**src/board_regs_pkg.sv**
```systemverilog
`default_nettype none

package board_regs_pkg;

	// ==========================================================
	// AXI3 slave widths
	// ==========================================================
	localparam int ID_W    = 12;
	localparam int ADDR_W  = 30;
	localparam int DATA_W  = 32;
	localparam int STRB_W  = DATA_W / 8;
	localparam int LEN_W   = 4;
	localparam int RESP_W  = 2;

	// Word index comes from address bits 6..2
	localparam int IDX_LSB = 2;
	localparam int IDX_W   = 5;

	typedef logic [ID_W-1:0]   axi_id_t;
	typedef logic [ADDR_W-1:0] axi_addr_t;
	typedef logic [DATA_W-1:0] axi_data_t;
	typedef logic [STRB_W-1:0] axi_strb_t;
	typedef logic [LEN_W-1:0]  axi_len_t;
	typedef logic [RESP_W-1:0] axi_resp_t;
	typedef logic [IDX_W-1:0]  reg_idx_t;

	localparam axi_resp_t RESP_OKAY = 2'b00;

	// ==========================================================
	// Register map, as word indexes
	// ==========================================================
	localparam reg_idx_t REG_FPGA_INFO = 5'd0;
	localparam reg_idx_t REG_HW_CTRL   = 5'd1;
	localparam reg_idx_t REG_EXT_CTRL1 = 5'd2;
	localparam reg_idx_t REG_EXT_CTRL2 = 5'd3;

	// Board field widths
	localparam int SW1_W = 4;
	localparam int JP3_W = 4;
	localparam int LED_W = 3;
	localparam int JP5_W = 20;
	localparam int JP4_W = 6;

	// Output levels after reset
	localparam logic [JP3_W-1:0] JP3_RST = '0;
	localparam logic [LED_W-1:0] LED_RST = '1;
	localparam logic [JP5_W-1:0] JP5_RST = '1;
	localparam logic [JP4_W-1:0] JP4_RST = '1;

endpackage

`default_nettype wire
```
**src/reg_access_if.sv**
```systemverilog
`timescale 1ns/1ns
`default_nettype none

interface reg_access_if;
	import board_regs_pkg::*;

	// Write beat, one-cycle strobe on wr_en
	logic      wr_en;
	reg_idx_t  wr_idx;
	axi_data_t wr_data;
	axi_strb_t wr_strb;

	// Read lookup, rd_data follows rd_idx by one cycle
	reg_idx_t  rd_idx;
	axi_data_t rd_data;

	modport wr_side (
		output wr_en,
		output wr_idx,
		output wr_data,
		output wr_strb
	);

	modport rd_side (
		output rd_idx,
		input  rd_data
	);

	modport regs (
		input  wr_en,
		input  wr_idx,
		input  wr_data,
		input  wr_strb,
		input  rd_idx,
		output rd_data
	);

endinterface

`default_nettype wire

```
**src/board_regs_top.sv**
```systemverilog
`timescale 1ns/1ns
`default_nettype none

module board_regs_top (
	input  wire                                axi_clk,
	input  wire                                axi_rst,
	// AXI write address, data and response
	input  wire board_regs_pkg::axi_id_t          awid,
	input  wire board_regs_pkg::axi_addr_t        awaddr,
	input  wire                                awvalid,
	output wire                                awready,
	input  wire board_regs_pkg::axi_data_t        wdata,
	input  wire board_regs_pkg::axi_strb_t        wstrb,
	input  wire                                wlast,
	input  wire                                wvalid,
	output wire                                wready,
	output wire board_regs_pkg::axi_id_t          bid,
	output wire board_regs_pkg::axi_resp_t        bresp,
	output wire                                bvalid,
	input  wire                                bready,
	// AXI read address and data
	input  wire board_regs_pkg::axi_id_t          arid,
	input  wire board_regs_pkg::axi_addr_t        araddr,
	input  wire board_regs_pkg::axi_len_t         arlen,
	input  wire                                arvalid,
	output wire                                arready,
	output wire board_regs_pkg::axi_id_t          rid,
	output wire board_regs_pkg::axi_data_t        rdata,
	output wire board_regs_pkg::axi_resp_t        rresp,
	output wire                                rlast,
	output wire                                rvalid,
	input  wire                                rready,
	// Board pins
	input  wire board_regs_pkg::axi_data_t        reg_fpga_rev,
	input  wire [board_regs_pkg::SW1_W-1:0]    reg_sw1,
	input  wire                                reg_led_5,
	output wire [board_regs_pkg::JP3_W-1:0]    reg_jp3,
	output wire [board_regs_pkg::LED_W-1:0]    reg_led,
	output wire [board_regs_pkg::JP5_W-1:0]    reg_jp5,
	output wire [board_regs_pkg::JP4_W-1:0]    reg_jp4_rxn,
	output wire [board_regs_pkg::JP4_W-1:0]    reg_jp4_rxp,
	output wire [board_regs_pkg::JP4_W-1:0]    reg_jp4_txn,
	output wire [board_regs_pkg::JP4_W-1:0]    reg_jp4_txp
);

	reg_access_if acc_if ();

	// ==========================================================
	// Bus side, write and read paths run independently
	// ==========================================================
	axi_write_ctrl u_wr (
		.axi_clk (axi_clk),
		.axi_rst (axi_rst),
		.awid    (awid),
		.awaddr  (awaddr),
		.awvalid (awvalid),
		.awready (awready),
		.wdata   (wdata),
		.wstrb   (wstrb),
		.wlast   (wlast),
		.wvalid  (wvalid),
		.wready  (wready),
		.bid     (bid),
		.bresp   (bresp),
		.bvalid  (bvalid),
		.bready  (bready),
		.acc     (acc_if.wr_side)
	);

	axi_read_ctrl u_rd (
		.axi_clk (axi_clk),
		.axi_rst (axi_rst),
		.arid    (arid),
		.araddr  (araddr),
		.arlen   (arlen),
		.arvalid (arvalid),
		.arready (arready),
		.rid     (rid),
		.rdata   (rdata),
		.rresp   (rresp),
		.rlast   (rlast),
		.rvalid  (rvalid),
		.rready  (rready),
		.acc     (acc_if.rd_side)
	);

	// Register storage and board pins
	board_reg_file u_regs (
		.axi_clk  (axi_clk),
		.axi_rst  (axi_rst),
		.acc      (acc_if.regs),
		.fpga_rev (reg_fpga_rev),
		.sw1      (reg_sw1),
		.led_5    (reg_led_5),
		.jp3      (reg_jp3),
		.led      (reg_led),
		.jp5      (reg_jp5),
		.jp4_rxn  (reg_jp4_rxn),
		.jp4_rxp  (reg_jp4_rxp),
		.jp4_txn  (reg_jp4_txn),
		.jp4_txp  (reg_jp4_txp)
	);

endmodule

`default_nettype wire

```
**src/board_reg_file.sv**
```systemverilog
`timescale 1ns/1ns
`default_nettype none

module board_reg_file (
	input  wire                               axi_clk,
	input  wire                               axi_rst,
	reg_access_if.regs                        acc,
	input  wire board_regs_pkg::axi_data_t       fpga_rev,
	input  wire [board_regs_pkg::SW1_W-1:0]   sw1,
	input  wire                               led_5,
	output logic [board_regs_pkg::JP3_W-1:0]  jp3,
	output logic [board_regs_pkg::LED_W-1:0]  led,
	output logic [board_regs_pkg::JP5_W-1:0]  jp5,
	output logic [board_regs_pkg::JP4_W-1:0]  jp4_rxn,
	output logic [board_regs_pkg::JP4_W-1:0]  jp4_rxp,
	output logic [board_regs_pkg::JP4_W-1:0]  jp4_txn,
	output logic [board_regs_pkg::JP4_W-1:0]  jp4_txp
);
	import board_regs_pkg::*;

	axi_data_t word_hw;
	axi_data_t word_ext1;
	axi_data_t word_ext2;

	// ==========================================================
	// Write decode, one byte lane per field group
	// ==========================================================
	always_ff @(posedge axi_clk)
	begin
		if (axi_rst)
		begin
			jp3     <= JP3_RST;
			led     <= LED_RST;
			jp5     <= JP5_RST;
			jp4_rxn <= JP4_RST;
			jp4_rxp <= JP4_RST;
			jp4_txn <= JP4_RST;
			jp4_txp <= JP4_RST;
		end
		else if (acc.wr_en)
		begin
			case (acc.wr_idx)
				REG_HW_CTRL:
				begin
					if (acc.wr_strb[1])
						jp3 <= acc.wr_data[8 +: JP3_W];
					if (acc.wr_strb[0])
						led <= acc.wr_data[1 +: LED_W];
				end
				REG_EXT_CTRL1:
				begin
					if (acc.wr_strb[2])
						jp5[JP5_W-1:16] <= acc.wr_data[JP5_W-1:16];
					if (acc.wr_strb[1])
						jp5[15:8] <= acc.wr_data[15:8];
					if (acc.wr_strb[0])
						jp5[7:0] <= acc.wr_data[7:0];
				end
				REG_EXT_CTRL2:
				begin
					if (acc.wr_strb[3])
						jp4_rxn <= acc.wr_data[24 +: JP4_W];
					if (acc.wr_strb[2])
						jp4_rxp <= acc.wr_data[16 +: JP4_W];
					if (acc.wr_strb[1])
						jp4_txn <= acc.wr_data[8 +: JP4_W];
					if (acc.wr_strb[0])
						jp4_txp <= acc.wr_data[0 +: JP4_W];
				end
				// Revision word and unmapped space ignore writes
				default: ;
			endcase
		end
	end

	// ==========================================================
	// Read words, reserved bits zero
	// ==========================================================
	always_comb
	begin
		word_hw                = '0;
		word_hw[16 +: SW1_W]   = sw1;
		word_hw[8 +: JP3_W]    = jp3;
		word_hw[1 +: LED_W]    = led;
		word_hw[0]             = led_5;

		word_ext1              = '0;
		word_ext1[JP5_W-1:0]   = jp5;

		word_ext2              = '0;
		word_ext2[24 +: JP4_W] = jp4_rxn;
		word_ext2[16 +: JP4_W] = jp4_rxp;
		word_ext2[8 +: JP4_W]  = jp4_txn;
		word_ext2[0 +: JP4_W]  = jp4_txp;
	end

	// Registered read mux
	always_ff @(posedge axi_clk)
	begin
		case (acc.rd_idx)
			REG_FPGA_INFO: acc.rd_data <= fpga_rev;
			REG_HW_CTRL:   acc.rd_data <= word_hw;
			REG_EXT_CTRL1: acc.rd_data <= word_ext1;
			REG_EXT_CTRL2: acc.rd_data <= word_ext2;
			default:       acc.rd_data <= '0;
		endcase
	end

endmodule

`default_nettype wire

```
**src/axi_read_ctrl.sv**
```systemverilog
`timescale 1ns/1ns
`default_nettype none

module axi_read_ctrl (
	input  wire                         axi_clk,
	input  wire                         axi_rst,
	input  wire board_regs_pkg::axi_id_t   arid,
	input  wire board_regs_pkg::axi_addr_t araddr,
	input  wire board_regs_pkg::axi_len_t  arlen,
	input  wire                         arvalid,
	output logic                        arready,
	output board_regs_pkg::axi_id_t     rid,
	output board_regs_pkg::axi_data_t   rdata,
	output board_regs_pkg::axi_resp_t   rresp,
	output logic                        rlast,
	output logic                        rvalid,
	input  wire                         rready,
	reg_access_if.rd_side               acc
);
	import board_regs_pkg::*;

	logic     ar_hs;
	logic     r_hs;
	logic     ar_hs_d1;
	logic     ar_hs_d2;
	logic     rd_done;
	logic     advance;
	reg_idx_t next_idx;
	axi_len_t beat_cnt;

	assign ar_hs = arvalid & arready;
	assign r_hs  = rvalid & rready;

	// Output register loads on the first fetch and on every accepted beat
	assign advance = ar_hs_d2 | r_hs;

	// Look one word ahead when the output register takes the current word,
	// so rd_data already holds the next beat
	assign acc.rd_idx = advance ? next_idx + reg_idx_t'(1) : next_idx;

	assign rresp = RESP_OKAY;

	// ==========================================================
	// Handshake and burst control
	// ==========================================================
	always_ff @(posedge axi_clk)
	begin
		if (axi_rst)
		begin
			arready  <= 1'b1;
			ar_hs_d1 <= 1'b0;
			ar_hs_d2 <= 1'b0;
			rd_done  <= 1'b0;
			rvalid   <= 1'b0;
			rlast    <= 1'b0;
		end
		else
		begin
			// Index load, then register fetch, then output
			ar_hs_d1 <= ar_hs;
			ar_hs_d2 <= ar_hs_d1;
			rd_done  <= r_hs & rlast;
			arready  <= rd_done | (arready & ~ar_hs);
			rvalid   <= ar_hs_d2 | (rvalid & ~(r_hs & rlast));
			// Single-beat burst is last right away
			rlast    <= (ar_hs_d2 & (beat_cnt == '0))
				| (r_hs & (beat_cnt == axi_len_t'(1)))
				| (rlast & ~rready);
		end
	end

	// ==========================================================
	// Index, beat count, ID and data
	// ==========================================================
	always_ff @(posedge axi_clk)
	begin
		if (ar_hs)
		begin
			next_idx <= araddr[IDX_LSB +: IDX_W];
			beat_cnt <= arlen;
			rid      <= arid;
		end
		else
		begin
			if (advance)
			begin
				next_idx <= next_idx + reg_idx_t'(1);
			end
			if (r_hs)
			begin
				beat_cnt <= beat_cnt - axi_len_t'(1);
			end
		end

		if (advance)
		begin
			rdata <= acc.rd_data;
		end
	end

	assert property (@(posedge axi_clk) disable iff (axi_rst)
		rlast |-> rvalid)
	else
		$error("rlast raised without rvalid");

	// Beat stays on the bus unchanged through back-pressure
	assert property (@(posedge axi_clk) disable iff (axi_rst)
		rvalid && !rready |=> rvalid && $stable(rdata) && $stable(rid) && $stable(rlast))
	else
		$error("R beat changed or dropped before rready");

endmodule

`default_nettype wire

```
**src/axi_write_ctrl.sv**
```systemverilog
`timescale 1ns/1ns
`default_nettype none

module axi_write_ctrl (
	input  wire                         axi_clk,
	input  wire                         axi_rst,
	input  wire board_regs_pkg::axi_id_t   awid,
	input  wire board_regs_pkg::axi_addr_t awaddr,
	input  wire                         awvalid,
	output logic                        awready,
	input  wire board_regs_pkg::axi_data_t wdata,
	input  wire board_regs_pkg::axi_strb_t wstrb,
	input  wire                         wlast,
	input  wire                         wvalid,
	output logic                        wready,
	output board_regs_pkg::axi_id_t     bid,
	output board_regs_pkg::axi_resp_t   bresp,
	output logic                        bvalid,
	input  wire                         bready,
	reg_access_if.wr_side               acc
);
	import board_regs_pkg::*;

	logic     aw_hs;
	logic     w_hs;
	logic     b_hs;
	logic     wr_act;
	reg_idx_t beat_idx;

	assign aw_hs = awvalid & awready;
	assign w_hs  = wvalid & wready;
	assign b_hs  = bvalid & bready;

	// Address accepted only while idle
	assign awready = ~wr_act;
	assign bresp   = RESP_OKAY;

	// ==========================================================
	// Transaction state
	// ==========================================================
	always_ff @(posedge axi_clk)
	begin
		if (axi_rst)
		begin
			wr_act     <= 1'b0;
			wready     <= 1'b0;
			bvalid     <= 1'b0;
			acc.wr_en  <= 1'b0;
		end
		else
		begin
			// Busy from AW handshake until the response is taken
			wr_act    <= aw_hs | (wr_act & ~b_hs);
			wready    <= aw_hs | (wready & ~(w_hs & wlast));
			bvalid    <= (w_hs & wlast) | (bvalid & ~bready);
			acc.wr_en <= w_hs;
		end
	end

	// ==========================================================
	// Running index, response ID and beat payload
	// ==========================================================
	always_ff @(posedge axi_clk)
	begin
		if (aw_hs)
		begin
			beat_idx <= awaddr[IDX_LSB +: IDX_W];
			bid      <= awid;
		end
		else if (w_hs)
		begin
			beat_idx <= beat_idx + reg_idx_t'(1);
		end

		if (w_hs)
		begin
			acc.wr_idx  <= beat_idx;
			acc.wr_data <= wdata;
			acc.wr_strb <= wstrb;
		end
	end

	// Response must stay up, same ID, until the master takes it
	assert property (@(posedge axi_clk) disable iff (axi_rst)
		bvalid && !bready |=> bvalid && $stable(bid))
	else
		$error("bvalid dropped or bid changed before bready");

endmodule

`default_nettype wire

```
**config.mk**
```make
export PLATFORM = sky130hd
export DESIGN_NAME = board_regs_top
export DESIGN_NICKNAME = d
export VERILOG_FILES = /design/src/board_regs_pkg.sv /design/src/reg_access_if.sv /design/src/board_regs_top.sv /design/src/board_reg_file.sv /design/src/axi_read_ctrl.sv /design/src/axi_write_ctrl.sv
export SDC_FILE = /design/constraint.sdc
export NUM_CORES = 1
export LEC_CHECK = 0
export BUFFER_PORTS_ARGS = -buffer_cell sky130_fd_sc_hd__buf_2
export CORE_ASPECT_RATIO = 1.5
export CORE_MARGIN = 3
export CORE_UTILIZATION = 40
export DETAILED_ROUTE_END_ITERATION = 8
export GPL_ROUTABILITY_DRIVEN = 0
export PLACE_DENSITY = 0.71
export SLEW_MARGIN = 20
export SYNTH_ARGS = -nofsm -noshare
export SYNTH_HDL_FRONTEND = slang
export SYNTH_SLANG_ARGS = --single-unit
```
**constraint.sdc**
```tcl
create_clock -name axi_clk -period 2.4 [get_ports axi_clk]
set_input_delay 0.12 -clock axi_clk [delete_from_list [all_inputs] [get_ports axi_clk]]
set_output_delay 0.12 -clock axi_clk [all_outputs]
set_load 0.005 [all_outputs]
```
Yosys cells after proc, flatten, opt, wreduce, memory -nomap -nowiden
Index checks and enable logic that the tools add are counted.

Bits in writable memories: 0. Bits in read-only memories: 0. Flip-flop bits (word level): 202. Memories: 0. Output and inout port bits: 117. Bits of input ports: 169. Bits in latches: 0.

Multiplexer cells: 7. Shift-type cells: 0. Magnitude comparators: 0. Reductions and logical operators: 13. Bitwise gates (word level): 30. Equality and inequality tests: 7. Add/sub/neg operators: 3. Divide/modulo/power cells: 0. Multiply operators: 0.

Operator list (number): $pmux W32 S4 (1); $reduce_and A3 Y1 (9); $eq A5 B2 Y1 const B (4); $mux W5 (4); $and A1 B1 Y1 (15); $add A5 B1 Y5 const B (2); $eq A5 B1 Y1 const B (2); $mux W4 (2); $or A1 B1 Y1 (8); $not A1 Y1 (7); $logic_not A5 Y1 (1); $eq A4 B1 Y1 const B (1); $logic_not A4 Y1 (1); $reduce_bool A2 Y1 (2); $sub A4 B1 Y4 const B (1).

Logic depth before layout (Yosys ltp)
Gate-level depths: netlist (run 1).

Depth in word-level cells: 5. Depth in mapped cells: 8. Gate-level depth less buffers: 6.

Cells and area by module
A second synthesis (run 1) with hierarchy kept.

Cell total of the unflattened synthesis: 564. Area total of the unflattened synthesis: 7428.4 µm².

By module, submodules not included: board_reg_file (times used 1, cells an instance 347, area each 3348.2 µm²); axi_read_ctrl (times used 1, cells an instance 121, area each 2043.2 µm²); axi_write_ctrl (times used 1, cells an instance 96, area each 2037.0 µm²).

Worst setup path before layout (run 1)
No wires, ideal clock.

Path type: register to register. Start point: register u_rd.next_idx[1]. End point: register u_regs.acc.rd_data[11]. Required time: 2.267 ns. Stages on the path, launching flop included: 7. Setup slack: 0.634 ns. Period minus slack after synthesis: 1.766 ns. Library setup time: 0.133 ns. Arrival time: 1.633 ns. Cells stage by stage: dfxtp_1 > ha_1 > buf_1 > mux2i_1 > nor3_1 > a211oi_1 > a31oi_2.

Longest elaborated chain between the ends: 4. Elaborated cells between the ends (all ways): 7.

Ends and longest elaborated chain: start: declaration (RTL line axi_read_ctrl.sv:28) `reg_idx_t next_idx;`; start signal: assignment (RTL line axi_read_ctrl.sv:79) `next_idx <= araddr[IDX_LSB +: IDX_W];`; start signal: assignment (RTL line axi_read_ctrl.sv:87) `next_idx <= next_idx + reg_idx_t'(1);`; $add A5 B1 Y5 (RTL line axi_read_ctrl.sv:39) `assign acc.rd_idx = advance ? next_idx + reg_idx_t'(1) : next_idx;`; $mux W5 (*) (RTL line axi_read_ctrl.sv:39); $eq A5 B2 Y1 (tied with other cells) (RTL line board_reg_file.sv:100) `case (acc.rd_idx)`; $pmux W32 S4 (*) (RTL line board_reg_file.sv:100); end signal: assignment (RTL line board_reg_file.sv:101) `REG_FPGA_INFO: acc.rd_data <= fpga_rev;`; end signal: assignment (RTL line board_reg_file.sv:102) `REG_HW_CTRL: acc.rd_data <= word_hw;`; end signal: assignment (RTL line board_reg_file.sv:103) `REG_EXT_CTRL1: acc.rd_data <= word_ext1;`; end: declaration (RTL line reg_access_if.sv:35) `output rd_data`.

Every way passes the cells marked *; elsewhere a longest branch is shown, timed or not. A chain may end at the register's enable or synchronous reset.

Worst setup path after layout (run 1)
Start point: register u_rd.rvalid. End point: register u_regs.acc.rd_data[30].

Longest elaborated chain between the ends: 5. Elaborated cells between the ends (all ways): 8.

Ends and longest elaborated chain: start: declaration (RTL line axi_read_ctrl.sv:16) `output logic rvalid,`; start signal: assignment (RTL line axi_read_ctrl.sv:64) `rvalid <= ar_hs_d2 | (rvalid & ~(r_hs & rlast));`; $and A1 B1 Y1 (*) (RTL line axi_read_ctrl.sv:32) `assign r_hs = rvalid & rready;`; $or A1 B1 Y1 (*) (RTL line axi_read_ctrl.sv:35) `assign advance = ar_hs_d2 | r_hs;`; $mux W5 (*) (RTL line axi_read_ctrl.sv:39); $eq A5 B2 Y1 (tied with other cells) (RTL line board_reg_file.sv:100); $pmux W32 S4 (*) (RTL line board_reg_file.sv:100).

Marks and branches as above.

==> results of run 1 <==
==> sequential cells by signal, indices dropped and copies added, names as in the netlist, 6 cells and up <==
signal              cells
u_rd.rdata             32
u_regs.jp5             20
u_regs.jp4_txp          6
u_regs.acc.rd_data     32
u_wr.bid               12
u_regs.jp4_rxp          6
u_regs.jp4_txn          6
u_rd.rid               12
u_wr.acc.wr_data       28
u_regs.jp4_rxn          6
==> power breakdown <==
group / internal (mW) / switching (mW) / total, mW / leakage, nW
Sequential: 3.76 / 0.0765 / 3.84 / 1.75
Combinational: 0.521 / 0.582 / 1.10 / 2.27
Clock: 1.46 / 1.30 / 2.76 / 0.281
Total: 5.75 / 1.96 / 7.71 / 4.30
==> worst max path at each step <==
stage | to | from | cells after the start
finish | u_regs.acc.rd_data[30]$_DFF_P_ | u_rd.rvalid$_SDFF_PP0_ | 6
CTS | u_regs.acc.rd_data[30]$_DFF_P_ | u_rd.rvalid$_SDFF_PP0_ | 6
floorplan | u_regs.acc.rd_data[11]$_DFF_P_ | u_rd.next_idx[1]$_DFF_P_ | 6
detailed placement | u_regs.acc.rd_data[30]$_DFF_P_ | u_rd.rvalid$_SDFF_PP0_ | 6
global route | u_regs.acc.rd_data[28]$_DFF_P_ | u_rd.rvalid$_SDFF_PP0_ | 6
global placement | u_regs.acc.rd_data[18]$_DFF_P_ | u_rd.rvalid$_SDFF_PP0_ | 6
==> per-layer routing <==
metal | vias up | global-route usage (%) | part of all wire (%)
li1 | 2906 | - | -
met1 | 2764 | 21.2 | 40
met2 | 189 | 32.9 | 52
met3 | 28 | 4.33 | 4.9
met4 | 0 | 7.14 | 2.5
met5 | - | 0 | 0
==> cell type report <==
type	count	share of cell area (%)
Sequential cell	200	48.1
Tap cell	252	3.02
Multi-Input combinational cell	368	22.1
Clock buffer	18	4.11
Inverter	16	0.575
Antenna cell	1	0.0240
Timing Repair Buffer	333	20.7
Clock inverter	14	1.34
==> cells in the final DEF (no fill, tap or decap), types with 3 or more instances in the layout <==
cell / netlist / layout
o21ai_0: 9 / 9
buf_4: 8 / 19
inv_6: 0 / 3
mux2i_1: 38 / 38
buf_2: 11 / 227
nand2b_1: 4 / 4
clkinv_4: 0 / 4
a211oi_1: 4 / 4
nand4_1: 4 / 4
nand3_1: 7 / 7
ha_1: 5 / 5
a22oi_1: 8 / 8
a31oi_1: 5 / 5
a31oi_2: 3 / 3
o32ai_1: 8 / 8
xor2_1: 5 / 5
dlygate4sd3_1: 0 / 86
a211o_1: 5 / 5
clkbuf_16: 0 / 17
mux2_2: 3 / 3
edfxtp_1: 102 / 102
inv_8: 0 / 3
nor2_1: 93 / 93
conb_1: 1 / 4
a32oi_1: 5 / 5
and4b_1: 3 / 3
a221oi_1: 10 / 10
dfxtp_1: 98 / 97
nand2_1: 29 / 29
nor3_1: 43 / 43
xnor2_1: 4 / 4
a21oi_1: 50 / 50
inv_1: 14 / 14
==> metrics by stage <==
step / setup slack [ns] / instance area (µm²) / util [%] / total power [mW] / instances
finish: 0.359 / 10400 / 56.3 / 7.71 / 1202
global route: 0.249 / 10400 / 56.3 / 8.00 / 1202
CTS: 0.352 / 10400 / 56.3 / 7.75 / 1201
detailed placement: 0.368 / 9010 / 48.6 / 4.90 / 1083
global placement: 0.396 / 9010 / 48.6 / 4.88 / 1083
floorplan: 0.634 / 7580 / - / 4.55 / 628
==> worst min-delay path, cell delays in order <==
cell and delay (ns):
buf_2 0.08, nor2_1 0.04, a21oi_1 0.10
==> logic make-up (layout without fill, tap and decap cells) <==
logic type / count (synthesis) / in the layout / synth area share (%)
DFF: 200 / 200 / 66.4
and+or+nand+nor: 190 / 190 / 11.2
AOI/OAI and AO/OA: 116 / 116 / 10.6
buffers and inverters: 60 / 381 / 3.55
muxes: 44 / 44 / 6.36
xor gates and xnor gates: 9 / 9 / 1.04
adders and majority gates: 5 / 5 / 0.827
other: 1 / 5 / 0.0495
==> what timing repair did <==
item | 4_1_cts | 5_1_grt
hold endpoints to repair | 86 | 0
hold buffers | 86 | 0
resized for setup | 0 | 0
==> flow_metrics.env, run 1 <==
export IMPL_async_flop_share_pct=0
export IMPL_relSlewSlack_pct=60.1
export IMPL_maxSlewViolCount=0
export IMPL_clockBufferDepth=2
export IMPL_clock_latency_ns=0.42
export IMPL_n_fill_cell=1559
export IMPL_critPathLaunchType="flip-flop"
export IMPL_hold_depth=3
export IMPL_yosysWarnings=0
export IMPL_regArea_um2=5030
export IMPL_holdWs_ns=0.0401
export IMPL_initial_utilization_pct=40.8
export IMPL_multiInputGateArea_um2=2310
export IMPL_viasPerCell=4.90
export IMPL_post_dp_hpwl_um=13800
export IMPL_clock_sink_count=200
export IMPL_drc=0
export IMPL_synth_top_area_share_pct=40.5
export IMPL_ys_ff_latch=200
export IMPL_crit_type="flip-flop to flip-flop"
export IMPL_max_vdd_ir_drop_mv=0.464
export IMPL_vias=5887
export IMPL_dr_pass1_iters=5
export IMPL_synth_edf_count=102
export IMPL_r2r_end="u_regs.acc.rd_data[30]$_DFF_P_"
export IMPL_cp_end_kind="flip-flop"
export IMPL_hold_start="arlen[3]"
export IMPL_cts_tree="built"
export IMPL_numCtsBuffers=17
export IMPL_finalHoldViolCount=0
export IMPL_crit_chain="a21oi_4 > inv_2 > a2111oi_2 > a41oi_4 > buf_4 > nor2_1"
export IMPL_drt_total_wl_um=19400
export IMPL_timing_max_cap_violations=0
export IMPL_ctsRootBufferMaster="clkbuf_16"
export IMPL_fmax_mhz=490
export IMPL_cp_slowest_stage_delay_ns=0.54
export IMPL_nets=1110
export IMPL_synth_flop_cell="edfxtp_1"
export IMPL_synth_top_cell_by_area="edfxtp_1"
export IMPL_post_cts_buffers=0
export IMPL_ant_nets=0
export IMPL_worstReg2RegStart="u_rd.rvalid$_SDFF_PP0_"
export IMPL_numPortBuffers=227
export IMPL_drt_iter0_markers=307
export IMPL_ys_top_cells_by_area="edfxtp_1 (40%), dfxtp_1 (26%), mux2i_1 (5.0%)"
export IMPL_drive_gt1_share_pct=31.3
export IMPL_htree_levels=4
export IMPL_antenna_found_initial=1
export IMPL_die_y_um=174
export IMPL_syn_area_um2=7570
export IMPL_fp_row_count=61
export IMPL_cp_max_fo=15
export IMPL_grt_max_degree=94
export IMPL_area_delta_synth_final_pct=37.9
export IMPL_setup_viol=0
export IMPL_power_density_nw_per_um2=738
export IMPL_ios=286
export IMPL_cp_slowest_cell="dfxtp_1"
export IMPL_fin_crit_ns=2.04
export IMPL_syn_inst=625
export IMPL_critical_path_buf_inv_count=2
export IMPL_gr_usage_all_layers_pct=18.4
export IMPL_synth_area_per_cell_um2=12.1
export IMPL_seq_area_frac_synth_pct=66.4
export IMPL_die_x_um=118
export IMPL_holdPathEnd="u_rd.beat_cnt[3]$_DFFE_PP_"
export IMPL_grt_pass1_wl_um=30000
export IMPL_required_ns=2.71
export IMPL_rsz0062_at_grt="false"
export IMPL_critPathTopFamily="compound AO/OA/AOI/OAI gates"
export IMPL_outcome="completed"
export IMPL_grt_pass1_vias=5863
export IMPL_worst_pin_slew_ns=0.598
export IMPL_clock_skew_ns=0.0121
export IMPL_critPathArrivalTime_ns=2.36
export IMPL_clkTransAtPathRegs_ns=0.07
export IMPL_hold_path_class="input pin to flip-flop"
export IMPL_routedWlPerCell_um=16.1
export IMPL_grt_overflow=0
export IMPL_core_area_um2=18500
export IMPL_dieArea_um2=20600
export IMPL_finalSetupTns_ns=0
export IMPL_post_route_period_util_pct=85.0
export IMPL_yosysMostFrequentCell="edfxtp_1"
export IMPL_reg2reg_depth=6
export IMPL_regToRegSetupSlack_ns=0.36
export IMPL_synthTopCellsByCount="edfxtp_1 (102), dfxtp_1 (98), nor2_1 (93)"
export IMPL_p_leak_nw=4.30
export IMPL_ys_types=44
No activity file was read; power rests on OpenSTA's default activity.
==> run 2, diff against run 1 <==
--- a/config.mk
+++ b/config.mk
@@ -10,8 +10,7 @@
 export CORE_MARGIN = 3
 export CORE_UTILIZATION = 40
 export DETAILED_ROUTE_END_ITERATION = 8
-export GPL_ROUTABILITY_DRIVEN = 0
-export PLACE_DENSITY = 0.71
+export PLACE_DENSITY = 0.73
 export SLEW_MARGIN = 20
 export SYNTH_ARGS = -nofsm -noshare
 export SYNTH_HDL_FRONTEND = slang
==> constraint.sdc (replaced) <==
create_clock -name axi_clk -period 2.4 [get_ports axi_clk]
set_input_delay 0 -clock axi_clk [delete_from_list [all_inputs] [get_ports axi_clk]]
set_output_delay 0 -clock axi_clk [all_outputs]
set_load 0.005 [all_outputs]
==> run 2 against run 1 <==
Against the previous run:
- fmax up 1.1%
- design area up 1.4%
- global-route usage up 0.95 points
- clock-buffer cell count up 2
- non-clock buffer count up 13
- sequential cell count unchanged
- first-iteration DRC count up 0.65%
- critical path depth unchanged
- critical path type unchanged
- largest power group unchanged
==> flow_metrics.env, run 2 (synthesized netlist as in run 1, its figures left out) <==
export IMPL_holdPathEnd="u_regs.acc.rd_data[10]$_DFF_P_"
export IMPL_required_ns=2.77
export IMPL_n_fill_cell=1582
export IMPL_drt_iter0_markers=309
export IMPL_viasPerCell=4.83
export IMPL_finalSetupTns_ns=0
export IMPL_power_switching_mw=1.97
export IMPL_htree_levels=4
export IMPL_dr_pass1_iters=4
export IMPL_regToRegSetupSlack_ns=0.38
export IMPL_fmax_mhz=495
export IMPL_drive_gt1_share_pct=30.8
export IMPL_maxSlewViolCount=0
export IMPL_ios=286
export IMPL_layout_commonest_cell="buf_2"
export IMPL_vias=5873
export IMPL_clockBufferDepth=2
export IMPL_dp_cells=1082
export IMPL_grt_pass1_wl_um=31100
export IMPL_r2r_end="u_regs.acc.rd_data[19]$_DFF_P_"
export IMPL_numPortBuffers=227
export IMPL_outcome="completed"
export IMPL_die_y_um=174
export IMPL_cp_max_fo=27
export IMPL_finalHoldViolCount=0
export IMPL_worstReg2RegStart="u_rd.next_idx[0]$_DFF_P_"
export IMPL_crit_type="flip-flop to flip-flop"
export IMPL_p_leak_nw=4.36
export IMPL_power_internal_mw=5.83
export IMPL_rsz0062_at_grt="false"
export IMPL_relSlewSlack_pct=60.7
export IMPL_gr_usage_all_layers_pct=19.3
export IMPL_grt_pass1_vias=5849
export IMPL_final_cells=1215
export IMPL_worst_pin_slew_ns=0.588
export IMPL_hold_start="reg_fpga_rev[10]"
export IMPL_ctsRootBufferMaster="clkbuf_16"
export IMPL_switching_share_pct=25.3
export IMPL_clock_sink_count=200
export IMPL_max_vdd_ir_drop_mv=0.517
export IMPL_final_cell_mix="buf_2 (227), edfxtp_1 (102), dlygate4sd3_1 (100)"
export IMPL_reg2reg_depth=6
export IMPL_numCtsBuffers=17
export IMPL_post_route_period_util_pct=84.1
export IMPL_die_x_um=118
export IMPL_clock_latency_ns=0.44
export IMPL_clock_skew_ns=0.00913
export IMPL_cts_tree="built"
export IMPL_post_dp_hpwl_um=14100
export IMPL_grt_max_degree=47
export IMPL_drt_total_wl_um=19800
export IMPL_dieArea_um2=20600
export IMPL_nets=1123
export IMPL_cp_end_kind="flip-flop"
export IMPL_timing_max_cap_violations=0
export IMPL_clkTransAtPathRegs_ns=0.07
export IMPL_drc=0
export IMPL_p_clk_share_pct=36.5
export IMPL_area_delta_synth_final_pct=39.9
export IMPL_core_area_um2=18500
export IMPL_comb_power_share_pct=14.2
export IMPL_setup_ws_ns=0.381
export IMPL_initial_utilization_pct=40.8
export IMPL_routedWlPerCell_um=16.3
export IMPL_antenna_found_initial=1
export IMPL_critPathLaunchType="flip-flop"
export IMPL_fin_crit_ns=2.02
export IMPL_pre_cts_slack_ns=0.420
export IMPL_top_regs="u_rd.rdata: 32 flops, u_regs.acc.rd_data: 32 flops, u_wr.acc.wr_data: 28 flops"
export IMPL_seqPwrFrac_pct=49.2
export IMPL_setup_viol=0
export IMPL_hold_depth=5
export IMPL_grt_overflow=0
export IMPL_ant_nets=0
export IMPL_fp_row_count=61
export IMPL_hold_path_class="input pin to flip-flop"
export IMPL_globalplace_congestion=0.814
export IMPL_critPathArrivalTime_ns=2.39
export IMPL_power_density_nw_per_um2=737
[run 2: cell count changes in the layout (fill, tap and decap cells not counted), sizes merged]
cell	change
clkbuf	+2
clkinv	-2
buf	-1
dlygate4sd3	+14
[run 2: final cells by class]
| cell class | count | area, µm² | area share, % |
|---|---|---|---|
| sequential | 200 | 5030 | 47.5 |
| multi-input combinational | 368 | 2310 | 21.8 |
| timing repair buffer | 346 | 2280 | 21.5 |
| clock buffer | 20 | 462 | 4.36 |
| tap | 252 | 315 | 2.98 |
| clock inverter | 12 | 134 | 1.26 |
| inverter | 16 | 60.1 | 0.567 |
| antenna | 1 | 2.50 | 0.0236 |
[run 2: worst max-delay path by stage]
| stage | to | slack (ns) | start | cells after the start |
|---|---|---|---|---|
| after CTS | u_regs.acc.rd_data[19]$_DFF_P_ | 0.38 | u_rd.next_idx[0]$_DFF_P_ | 6 |
| after global placement | u_regs.acc.rd_data[19]$_DFF_P_ | 0.48 | u_rd.next_idx[0]$_DFF_P_ | 6 |
| after detailed placement | u_regs.acc.rd_data[19]$_DFF_P_ | 0.42 | u_rd.next_idx[0]$_DFF_P_ | 6 |
| final | u_regs.acc.rd_data[19]$_DFF_P_ | 0.38 | u_rd.next_idx[0]$_DFF_P_ | 6 |
| after global routing | u_regs.acc.rd_data[19]$_DFF_P_ | 0.23 | u_rd.next_idx[0]$_DFF_P_ | 6 |
| after floorplan | u_regs.acc.rd_data[11]$_DFF_P_ | 0.63 | u_rd.next_idx[1]$_DFF_P_ | 6 |
[run 2: repair_timing]
item,in CTS,in global routing
hold endpoints to repair,108,0
hold buffers,100,0
resized for setup,0,0
buffers inserted,0,0
[run 2: power groups by stage]
stage               logic (mW)  clock network, mW  registers (mW)
floorplan                0.640                  0            3.91
global placement         0.958                  0            3.91
detailed placement       0.976                  0            3.92
CTS                       1.11               2.91            3.84
global route              1.22               3.04            3.86
finish                    1.11               2.85            3.84
[run 2: per-stage QoR]
| stage | util (%) | hold slack, ns | cell area [µm²] | total power, mW |
|---|---|---|---|---|
| global route | 57.1 | 0.0455 | 10600 | 8.11 |
| detailed placement | 48.5 | 0.178 | 8990 | 4.89 |
| CTS | 57.1 | 0.00994 | 10600 | 7.86 |
| floorplan | - | 0.0989 | 7580 | 4.55 |
| global placement | 48.5 | 0.177 | 8990 | 4.87 |
| finish | 57.1 | 0.0190 | 10600 | 7.80 |
[run 2: routing by layer]
layer / vias to the layer above / part of all wire (%) / global-route usage, %
li1: 2927 / - / -
met1: 2693 / 40 / 22.6
met2: 203 / 51 / 33.0
met3: 50 / 5.3 / 4.92
met4: 0 / 4.0 / 9.44
met5: - / 0 / 0
[run 2: worst max-delay path: stages (launching register included)]
cell and delay (ns):
dfxtp_2 0.38, buf_4 0.35, nand2_1 0.17, o21ai_0 0.33, a41oi_4 0.30, buf_4 0.29, a21oi_1 0.13
==> run 3, diff against run 2 <==
--- a/config.mk
+++ b/config.mk
@@ -10,7 +10,7 @@
 export CORE_MARGIN = 3
 export CORE_UTILIZATION = 40
 export DETAILED_ROUTE_END_ITERATION = 8
-export PLACE_DENSITY = 0.73
+export PLACE_DENSITY = 0.76
 export SLEW_MARGIN = 20
 export SYNTH_ARGS = -nofsm -noshare
 export SYNTH_HDL_FRONTEND = slang
==> constraint.sdc (replaced) <==
create_clock -name axi_clk -period 1.8 [get_ports axi_clk]
set_input_delay 0 -clock axi_clk [delete_from_list [all_inputs] [get_ports axi_clk]]
set_output_delay 0 -clock axi_clk [all_outputs]
set_load 0.005 [all_outputs]
==> run 3 against run 2 <==
Against the previous run:
- global-route usage up 0.29 points
- hold slack better by 0.0049 ns
- clock skew is essentially flat
- setup slack got worse by 0.29 ns
- critical path type unchanged
- critical path depth fell by 1
- critical endpoint is now u_regs.jp3[3]$_SDFFE_PP0P_
- register-to-register slack worse by 0.29 ns
- largest power group unchanged
- sequential share of layout area fell by 1.1 points
==> flow_metrics.env, run 3 (synthesized netlist as in run 1, its figures left out) <==
export IMPL_post_dp_hpwl_um=14400
export IMPL_fin_crit_ns=1.71
export IMPL_cp_slowest_cell="edfxtp_1"
export IMPL_wl_met3_um=1070
export IMPL_critPathArrivalTime_ns=2.01
export IMPL_setup_ws_ns=0.0869
export IMPL_globalplace_congestion=0.872
export IMPL_routed_wl_met2_um=10400
export IMPL_maxSlewViolCount=0
export IMPL_hold_path_class="input pin to flip-flop"
export IMPL_die_y_um=174
export IMPL_p_leak_nw=4.49
export IMPL_critPathTopFamily="simple AND/OR/NAND/NOR gates"
export IMPL_grt_pass1_wl_um=31600
export IMPL_nets=1143
export IMPL_vias=6100
export IMPL_ant_nets=0
export IMPL_post_route_period_util_pct=95.2
export IMPL_crit_end="u_regs.jp3[3]$_SDFFE_PP0P_"
export IMPL_drt_total_wl_um=20300
export IMPL_clock_latency_ns=0.44
export IMPL_comb_power_share_pct=15.8
export IMPL_dieArea_um2=20600
export IMPL_htree_levels=4
export IMPL_power_switching_mw=2.65
export IMPL_drive_gt1_share_pct=32.6
export IMPL_grt_max_degree=41
export IMPL_met1_length_um=7830
export IMPL_clock_sink_count=200
export IMPL_switching_share_pct=24.8
export IMPL_clkTransAtPathRegs_ns=0.07
export IMPL_multiInputGateArea_um2=2350
export IMPL_crit_chain="nor4b_4 > buf_4 > nand4b_1 > mux2i_1 > nor2_1"
export IMPL_power_density_nw_per_um2=985
export IMPL_ios=286
export IMPL_seqPwrFrac_pct=48.0
export IMPL_holdWs_ns=0.0240
export IMPL_r2r_end="u_regs.jp3[3]$_SDFFE_PP0P_"
export IMPL_top_regs="u_rd.rdata: 32 flops, u_regs.acc.rd_data: 32 flops, u_wr.acc.wr_data: 28 flops"
export IMPL_final_cell_mix="buf_2 (227), edfxtp_1 (102), dlygate4sd3_1 (98)"
export IMPL_final_cells=1235
export IMPL_crit_type="flip-flop to flip-flop"
export IMPL_finalHoldViolCount=0
export IMPL_worstReg2RegStart="u_wr.acc.wr_idx[2]$_DFFE_PP_"
export IMPL_ctsRootBufferMaster="clkbuf_16"
export IMPL_n_fill_cell=1523
export IMPL_p_clk_share_pct=36.3
export IMPL_fp_row_count=61
export IMPL_timing_max_cap_violations=0
export IMPL_clockBufferDepth=2
export IMPL_antenna_found_initial=1
export IMPL_grt_overflow=0
export IMPL_routedWlPerCell_um=16.4
export IMPL_cts_tree="built"
export IMPL_layout_commonest_cell="buf_2"
export IMPL_initial_utilization_pct=40.8
export IMPL_numCtsBuffers=17
export IMPL_cp_num_cells=5
export IMPL_grt_pass1_vias=6094
export IMPL_regToRegSetupSlack_ns=0.09
export IMPL_clock_skew_ns=0.00947
export IMPL_die_x_um=118
export IMPL_fmax_mhz=584
export IMPL_relSlewSlack_pct=51.8
export IMPL_dr_pass1_iters=5
export IMPL_core_area_um2=18500
export IMPL_dp_cells=1103
export IMPL_pre_cts_slack_ns=0.0961
export IMPL_critPathLaunchType="flip-flop"
export IMPL_max_vdd_ir_drop_mv=0.517
export IMPL_critical_path_buf_inv_count=1
export IMPL_cp_slowest_stage_delay_ns=0.42
export IMPL_numPortBuffers=227
export IMPL_top_layer_used="met4"
export IMPL_setup_viol=0
export IMPL_drc=0
export IMPL_reg2reg_depth=5
export IMPL_outcome="completed"
export IMPL_regArea_um2=5030
export IMPL_gr_usage_all_layers_pct=19.6
export IMPL_power_internal_mw=8.03
export IMPL_cp_max_fo=4
export IMPL_cp_end_kind="flip-flop"
export IMPL_worst_pin_slew_ns=0.722
export IMPL_viasPerCell=4.94
export IMPL_drt_iter0_markers=337
export IMPL_required_ns=2.10
export IMPL_area_delta_synth_final_pct=43.2
export IMPL_crit_start="u_wr.acc.wr_idx[2]$_DFFE_PP_"
[run 3: cell count changes in the layout (fill, tap and decap cells not counted), sizes merged]
| cell | before | now |
|---|---|---|
| bufinv | 1 | 2 |
| dlygate4sd3 | 100 | 98 |
| clkinv | 4 | 2 |
| clkbuf | 20 | 21 |
| buf | 246 | 268 |
[run 3: worst min path at each step]
stage | startpoint | endpoint | slack, ns | cells after the start
after CTS | rready | u_rd.rd_done$_SDFF_PP0_ | 0.007 | 4
final | rready | u_rd.rd_done$_SDFF_PP0_ | 0.02 | 4
after global placement | awid[0] | u_wr.bid[0]$_DFFE_PP_ | 0.18 | 1
after global routing | rready | u_rd.rd_done$_SDFF_PP0_ | 0.05 | 4
after floorplan | arid[0] | u_rd.rid[0]$_DFFE_PP_ | 0.1 | 0
after detailed placement | wstrb[2] | u_wr.acc.wr_strb[2]$_DFFE_PP_ | 0.18 | 1
[run 3: worst min-delay path, cell delays in order]
cell and delay [ns]:
buf_2 0.12, buf_4 0.17, nand2_1 0.08, nor3b_1 0.05
[run 3: power groups by stage]
stage	logic (mW)	clock network, mW	registers (mW)
2_1_floorplan	0.854	0	5.21
3_3_place_gp	1.44	0	5.21
3_5_place_dp	1.47	0	5.22
4_1_cts	1.65	3.93	5.12
5_1_grt	1.84	4.10	5.14
6_report	1.68	3.88	5.12
[run 3: what timing repair did]
item	4_1_cts	5_1_grt
endpoints found under the setup margin	0	31
hold buffers	98	0
gates resized for setup	0	8
setup buffers	0	1
hold endpoints to repair	98	0
[run 3: area by class of cell]
type | instances | share of cell area [%]
antenna | 1 | 0.0231
clock inverter | 11 | 1.22
inverter | 16 | 0.554
tap | 252 | 2.91
multi-input combinational | 368 | 21.7
sequential | 200 | 46.4
clock buffer | 21 | 4.26
timing repair buffer | 366 | 23.0
[run 3: stage by stage]
stage               power [mW]   TNS, ns  utilization, %  area, µm²
finish                    10.7         0            58.4      10800
global route              11.1  -0.00295            58.4      10800
CTS                       10.7         0            58.1      10800
detailed placement        6.69         0            49.6       9210
global placement          6.65         0            49.6       9210
floorplan                 6.06         0               -       7580
[run 3: layer usage]
metal | track usage [%] | vias to the layer above
met4 | 11.8 | 0
met3 | 4.23 | 62
met1 | 22.4 | 2835
met2 | 33.6 | 234
li1 | - | 2969
met5 | 0 | -
